<file path="src/design/rv_config.svh">
`ifndef RV_CONFIG_SVH
`define RV_CONFIG_SVH

// Core data path width
`define RV_XLEN 32

// Instruction memory depth in 32-bit words
`define RV_IMEM_WORDS 256

// Data memory depth in 32-bit words
`define RV_DMEM_WORDS 256

// First fetch address after reset
`define RV_RESET_PC 32'h0000_0000

// Both memories are indexed by word, so the byte offset bits are never used
// for addressing. Depths must stay powers of two so that out-of-range
// addresses wrap by simple truncation.

`endif

</file>
<file path="src/design/rv_pkg.sv">
`include "rv_config.svh"

package rv_pkg;

    // Major opcodes handled by the core
    typedef enum logic [6:0] {
        OP_REG   = 7'b0110011,
        OP_IMM   = 7'b0010011,
        OP_LOAD  = 7'b0000011,
        OP_STORE = 7'b0100011
    } opcode_e;

    // ALU operations
    typedef enum logic [3:0] {
        ADD, SUB, SLL, SLT, SLTU, XOR, SRL, SRA, OR, AND
    } alu_op_e;

    // funct3 field of OP_REG and OP_IMM
    typedef enum logic [2:0] {
        F3_ADD  = 3'b000,                         // add, sub, addi
        F3_SLL  = 3'b001,
        F3_SLT  = 3'b010,
        F3_SLTU = 3'b011,
        F3_XOR  = 3'b100,
        F3_SRL  = 3'b101,                         // srl, sra and immediates
        F3_OR   = 3'b110,
        F3_AND  = 3'b111
    } funct3_e;

    typedef struct packed {
        logic [4:0]          rs1;
        logic [4:0]          rs2;
        logic [4:0]          rd;
        alu_op_e             alu_op;
        logic                use_imm;             // B operand from imm
        logic                reg_write;
        logic                mem_read;
        logic                mem_write;
        logic                illegal;
        logic [`RV_XLEN-1:0] imm;
    } ctrl_t;

    typedef struct packed {
        logic                valid;
        logic [7:0]          addr;                // Word index
        logic [`RV_XLEN-1:0] data;
    } load_cmd_t;

    typedef struct packed {
        logic                valid;
        logic [`RV_XLEN-1:0] pc;
        logic [31:0]         instr;
        logic [4:0]          rd;
        logic [`RV_XLEN-1:0] wdata;               // Store data for sw
        logic                wen;
        logic                mem_write;
        logic                illegal;
    } retire_t;

endpackage

</file>
<file path="src/design/rv_decoder.sv">
`timescale 1ns/1ps
`include "rv_config.svh"

module rv_decoder import rv_pkg::*; (
    input  logic [31:0] instr,
    output ctrl_t       ctrl
);

    opcode_e             opcode;
    funct3_e             funct3;
    logic [6:0]          funct7;
    logic [`RV_XLEN-1:0] imm_i;
    logic [`RV_XLEN-1:0] imm_s;
    logic [`RV_XLEN-1:0] shamt;
    logic                bad;

    assign opcode = opcode_e'(instr[6:0]);
    assign funct3 = funct3_e'(instr[14:12]);
    assign funct7 = instr[31:25];
    assign imm_i  = {{20{instr[31]}}, instr[31:20]};
    assign imm_s  = {{20{instr[31]}}, instr[31:25], instr[11:7]};
    assign shamt  = {27'd0, instr[24:20]};

    always_comb begin
        ctrl        = '0;
        ctrl.rs1    = instr[19:15];
        ctrl.rs2    = instr[24:20];
        ctrl.rd     = instr[11:7];
        ctrl.alu_op = ADD;
        bad         = 1'b0;
        case (opcode)
            OP_REG: begin
                ctrl.reg_write = 1'b1;
                case (funct3)
                    F3_ADD:  ctrl.alu_op = funct7[5] ? SUB : ADD;
                    F3_SLL:  ctrl.alu_op = SLL;
                    F3_SLT:  ctrl.alu_op = SLT;
                    F3_SLTU: ctrl.alu_op = SLTU;
                    F3_XOR:  ctrl.alu_op = XOR;
                    F3_SRL:  ctrl.alu_op = funct7[5] ? SRA : SRL;
                    F3_OR:   ctrl.alu_op = OR;
                    default: ctrl.alu_op = AND;
                endcase
                // Bit 30 is only meaningful for sub and sra
                if (funct7 == 7'b0100000) begin
                    bad = !(funct3 == F3_ADD || funct3 == F3_SRL);
                end else begin
                    bad = (funct7 != 7'b0000000);
                end
            end
            OP_IMM: begin
                ctrl.reg_write = 1'b1;
                ctrl.use_imm   = 1'b1;
                ctrl.imm       = shamt;               // Overridden for addi
                case (funct3)
                    F3_ADD: ctrl.imm = imm_i;
                    F3_SLL: begin
                        ctrl.alu_op = SLL;
                        bad         = (funct7 != 7'b0000000);
                    end
                    F3_SRL: begin
                        ctrl.alu_op = funct7[5] ? SRA : SRL;
                        bad = (funct7 != 7'b0000000) && (funct7 != 7'b0100000);
                    end
                    default: bad = 1'b1;          // slti, xori etc. not built
                endcase
            end
            OP_LOAD: begin
                ctrl.reg_write = 1'b1;
                ctrl.mem_read  = 1'b1;
                ctrl.use_imm   = 1'b1;
                ctrl.imm       = imm_i;
                bad            = (instr[14:12] != 3'b010);  // lw only
            end
            OP_STORE: begin
                ctrl.mem_write = 1'b1;
                ctrl.use_imm   = 1'b1;
                ctrl.imm       = imm_s;
                bad            = (instr[14:12] != 3'b010);  // sw only
            end
            default: bad = 1'b1;
        endcase
        // Unsupported encodings retire as a no-op
        if (bad) begin
            ctrl.reg_write = 1'b0;
            ctrl.mem_read  = 1'b0;
            ctrl.mem_write = 1'b0;
            ctrl.illegal   = 1'b1;
        end
    end

endmodule

</file>
<file path="config.mk">
export PLATFORM = sky130hd
export DESIGN_NAME = rv_decoder
export DESIGN_NICKNAME = d
export VERILOG_FILES = /design/src/design/rv_pkg.sv /design/src/design/rv_decoder.sv
export VERILOG_INCLUDE_DIRS = /design/src /design/src/design
export SDC_FILE = /design/constraint.sdc
export NUM_CORES = 1
export LEC_CHECK = 0
export BUFFER_PORTS_ARGS = -buffer_cell sky130_fd_sc_hd__buf_2
export CORE_ASPECT_RATIO = 1.2
export CORE_MARGIN = 2
export CORE_UTILIZATION = 36
export DETAILED_ROUTE_END_ITERATION = 10
export PLACE_DENSITY = 0.95
export SYNTH_ARGS = -nofsm -noshare
export SYNTH_HDL_FRONTEND = slang
export SYNTH_SLANG_ARGS = --single-unit
</file>
<file path="constraint.sdc">
create_clock -name vclk -period 4.05
set_clock_uncertainty 0.1 [all_clocks]
set_input_delay 0.405 -clock vclk [all_inputs]
set_output_delay 0.405 -clock vclk [all_outputs]
set_load 0.03 [all_outputs]
</file>
After elaboration in Yosys (flattened, before gate mapping)
Index checks and enable logic that the tools add are counted.
Widths: inputs -> output; s select.
{"block": "totals", "reg_bits": 0, "input_bits": 32, "out_inout_bits": 56, "elab_cells": 36}
{"block": "op_classes", "n_eq_ne": 13, "muxes": 15, "reduce_logical": 8}
{"operator": "$pmux 32 s3", "n": 1}
{"operator": "$mux 32", "n": 1}
{"operator": "$pmux 4 s7", "n": 1}
{"operator": "$eq 7x6->1 const B", "n": 3}
{"operator": "$eq 3x3->1 const B", "n": 3}
{"operator": "$pmux 4 s2", "n": 1}
{"operator": "$eq 7x2->1 const B", "n": 1}
{"operator": "$eq 7x5->1 const B", "n": 1}
{"operator": "$mux 1", "n": 7}
{"operator": "$ne 7x6->1 const B", "n": 1}
{"operator": "$reduce_bool 7->1", "n": 1}
{"operator": "$eq 3x2->1 const B", "n": 2}
{"operator": "$pmux 1 s3", "n": 2}
{"operator": "$pmux 3 s2", "n": 1}
{"operator": "$reduce_or 3->1", "n": 2}
{"operator": "$mux 4", "n": 1}
{"operator": "$eq 3x1->1 const B", "n": 1}
{"operator": "$logic_not 3->1", "n": 1}
{"operator": "$ne 3x2->1 const B", "n": 1}
{"operator": "$reduce_or 2->1", "n": 1}
{"operator": "$logic_and 1x1->1", "n": 1}
{"operator": "$logic_not 1->1", "n": 1}
{"operator": "$logic_or 1x1->1", "n": 1}

Longest topological paths before layout
{"block": "depth", "depth_word": 6, "mapped_depth": 6, "ltp_nobuf": 4}

Worst setup path before layout
Ideal clock, no wire load.
{"block": "synth_path", "path_kind": "input port to output port", "from": "input instr[13]", "to": "output ctrl[12] in the netlist's numbering", "t_arrival_ns": 2.286, "required_ns": 3.545, "slack_ns": 1.259, "stages": 5, "path_buffers": 2, "cell_sequence": "clkbuf_1 > or4_1 > a21oi_1 > and2_1 > buf_4"}
{"element": "start: declaration", "line_no": "rv_decoder.sv:5", "text": "input logic [31:0] instr,"}
{"element": "end: declaration", "line_no": "rv_decoder.sv:6", "text": "output ctrl_t ctrl"}

==> metrics list <==
- Clock buffers in the final layout number 0.
- Grt ovf: 0
- Total number of sequential cells: 0
- Peak supply drop: just over 40 uV
* Mean cell area of the mapped netlist: ~6.3 sq um
- I/O pin count: ~90
* Die Span X: roughly 43 um
* Tcrit/Tclk final: about two thirds
* Total iterations of the first detailed-routing run: 4
- Worst slew slack as a fraction of its limit: 70.3%
* Sequential cell area fraction in the yosys report: 0%
- Library cells used by synthesis: 26
* Final nets: around 170
* Pins over their slew limit: 0
- Transition time at the pin with the least slew margin: around 440 ps
* DPL Wire Length: 1410 um
- Worst setup path category: input pin to primary output
* Share of cells above drive strength 1: 56.4%
* Leakage power of the design: between 0.4 and 0.5 nW
- The via count of the first global-routing pass was between 600 and 700.
- Port buffering added 78 buffers.
* Hold/Removal Path Class: input pin to primary output
- Area after detailed placement: a little under 800 sq um
- The startpoint identified for the worst hold timing path is instr[15].
- Number of stages on the worst hold path: 0
- Yosys printed 0 warnings.
* Status: completed
* Initial DRC Count: 8
- Total power density per cell area: 81.2 mW/mm^2
- STA puts the critical path data required time at 3540 ps.
- Register area: 0 sq um
- The floorplan step defined a die boundary enclosing around 0.0022 sq mm.
- Synthesized area: between 600 and 700 sq um
- The worst setup path is captured at a primary output.
* Buffers inserted by post-CTS timing repair: 0
* Highest Signal Layer: met4
- For this block, wires on met1 add up to approximately 570 um.
* Area added between synthesis and finish: 17.0%
- DRT antenna net count: 0
- Largest fanout on the critical path: 21
* Hold-fix buffer count after cts: 0
* FMAX: 371 MHz
- The final layout contains routed wiring with a total length of around 1700 um.
- Setup slack after layout: 1350 ps
- For this configuration, the core starts out at a cell density of between 30 and 40%.
- Global routing used 13.2% of the available tracks across all layers.
* Floorplan die height: ~51 um
* Core occupancy in the finished layout: 45.7%
- Setup Viol. Count Final: 0
* Total nets after synthesis: 136
- Data on the critical path arrives at its endpoint at 2190 ps.
* Detailed-routed wire length on met3: 233 um
- Core area: 0.00168 sq mm
- STA classifies the critical path startpoint as an input pin.
* Period minus WS final: 2700 ps
- Max-cap violations in this run came to 0.
- The number of antenna diodes in the final layout is 0.
* Final total negative setup slack: 0 ps
* Synthesized instance count: 104
- At the end of routability-driven placement, the weighted congestion stood at 0.763.
- Using the TritonRoute via totals, the vias-per-cell ratio works out to 5.11.
- DP Worst Slack: 1320 ps
- Unrepaired setup endpoints after global routing: false
- The number of antenna violations at the first check in global routing is 0.
- Number of fill cells in the layout: 202
- Entering global routing, the biggest net connects 22 pins.
- The routed design uses roughly 870 um of met2 wire.
- The number of gates resized after CTS was 0.
- Routed vias: 808
- The path with the worst hold slack has its endpoint at ctrl[51].
- Summing all non-filler instances in the final layout gives an area of 768 sq um.
- Number of design rule violations left after detail routing: 0
- In the final routed layout, each cell accounts on average for 10.6 um.
- Global-route wire length before repair: 2450 um
- The floorplan has 16 rows.
- The total count of hold-check failures in the final report was 0.
how the worst max path moves through the flow:
| stage | start | to | slack [ps] | cells past startpoint |
|---|---|---|---|---|
| CTS | instr[6] | ctrl[11] | 1320 | 5 |
| global route | instr[6] | ctrl[24] | 1120 | 5 |
| finish | instr[6] | ctrl[17] | 1350 | 5 |
| detailed placement | instr[6] | ctrl[11] | 1320 | 5 |
| floorplan | instr[13] | ctrl[12] | 1260 | 5 |
| global placement | instr[6] | ctrl[11] | 1390 | 5 |
power breakdown:
group          leakage (nW)  internal, mW  switching [mW]
clock                     0             0               0
combinational         0.473        0.0229          0.0395
sequential                0             0               0
total                 0.473        0.0229          0.0395
routing by layer:
metal	vias up	global-route usage, %
met1	355	14.7
met3	2	1.08
li1	400	-
met2	51	27.3
met5	-	0
met4	0	1.01
synthesized netlist by cell type:
master / instances / area share (%)
sky130_fd_sc_hd__nand3_1: 3 / 2.3
sky130_fd_sc_hd__a31oi_1: 1 / 0.95
sky130_fd_sc_hd__nor4_1: 3 / 2.9
sky130_fd_sc_hd__or4_4: 1 / 1.7
sky130_fd_sc_hd__clkinv_1: 1 / 0.57
sky130_fd_sc_hd__buf_4: 36 / 41
sky130_fd_sc_hd__buf_6: 1 / 1.7
sky130_fd_sc_hd__or3_1: 2 / 1.9
sky130_fd_sc_hd__a41oi_1: 1 / 1.3
sky130_fd_sc_hd__nand2b_1: 2 / 1.9
sky130_fd_sc_hd__xor2_1: 1 / 1.3
sky130_fd_sc_hd__clkbuf_1: 4 / 2.3
sky130_fd_sc_hd__o22ai_1: 1 / 0.95
sky130_fd_sc_hd__nand2_1: 6 / 3.4
sky130_fd_sc_hd__o21ai_0: 2 / 1.5
sky130_fd_sc_hd__a22oi_1: 6 / 6.9
sky130_fd_sc_hd__nor2_1: 11 / 6.3
sky130_fd_sc_hd__nor2b_1: 2 / 1.9
sky130_fd_sc_hd__and2_1: 7 / 6.7
sky130_fd_sc_hd__buf_2: 1 / 0.76
sky130_fd_sc_hd__nand4b_1: 1 / 1.3
sky130_fd_sc_hd__nor3_1: 3 / 2.3
sky130_fd_sc_hd__and4_1: 1 / 1.3
sky130_fd_sc_hd__or4_1: 2 / 2.3
sky130_fd_sc_hd__a21oi_1: 4 / 3.0
sky130_fd_sc_hd__o31a_1: 1 / 1.3
layout by cell type, fill, tap and decap left out:
| cell type | netlist | final |
|---|---|---|
| sky130_fd_sc_hd__nor2_1 | 11 | 11 |
| sky130_fd_sc_hd__buf_2 | 1 | 78 |
| sky130_fd_sc_hd__clkinv_1 | 1 | 1 |
| sky130_fd_sc_hd__nor2b_1 | 2 | 2 |
| sky130_fd_sc_hd__a31oi_1 | 1 | 1 |
| sky130_fd_sc_hd__a41oi_1 | 1 | 1 |
| sky130_fd_sc_hd__a21oi_1 | 4 | 4 |
| sky130_fd_sc_hd__nand2_1 | 6 | 6 |
| sky130_fd_sc_hd__nand4b_1 | 1 | 1 |
| sky130_fd_sc_hd__or3_1 | 2 | 2 |
| sky130_fd_sc_hd__and4_1 | 1 | 1 |
| sky130_fd_sc_hd__xor2_1 | 1 | 1 |
| sky130_fd_sc_hd__a22oi_1 | 6 | 6 |
| sky130_fd_sc_hd__or4_4 | 1 | 1 |
| sky130_fd_sc_hd__nand2b_1 | 2 | 2 |
| sky130_fd_sc_hd__nand3_1 | 3 | 3 |
| sky130_fd_sc_hd__nor4_1 | 3 | 3 |
| sky130_fd_sc_hd__and2_1 | 7 | 7 |
| sky130_fd_sc_hd__o31a_1 | 1 | 1 |
| sky130_fd_sc_hd__or4_1 | 2 | 2 |
| sky130_fd_sc_hd__nor3_1 | 3 | 3 |
| sky130_fd_sc_hd__o22ai_1 | 1 | 1 |
| sky130_fd_sc_hd__o21ai_0 | 2 | 2 |
critical path: stages:
cell and delay (ps):
sky130_fd_sc_hd__buf_2 100, sky130_fd_sc_hd__or4_4 600, sky130_fd_sc_hd__a21oi_1 320, sky130_fd_sc_hd__and2_1 470
sky130_fd_sc_hd__buf_2 290
cell families (layout without fill, tap and decap cells):
| logic type | Yosys count | in the layout | synth area share [%] |
|---|---|---|---|
| buf+inv | 43 | 79 | 46.5 |
| compound gates | 16 | 16 | 16.0 |
| xor+xnor | 1 | 1 | 1.33 |
| simple gates | 44 | 44 | 36.2 |
stage by stage:
stage	instances	total power, mW	hold slack, ps
2_1_floorplan	104	0.0563	842
3_3_place_gp	158	0.0613	710
3_5_place_dp	158	0.0626	710
4_1_cts	158	0.0627	710
5_1_grt	158	0.0686	710
6_report	158	0.0624	710
layout make-up:
class	instances	area, sq um	share of cell area [%]
Tap cell	18	22.5	2.93
Multi-Input combinational cell	61	352	45.8
Inverter	1	3.75	0.489
Timing Repair Buffer	78	390	50.8
No activity file was read; power rests on OpenSTA's default activity.
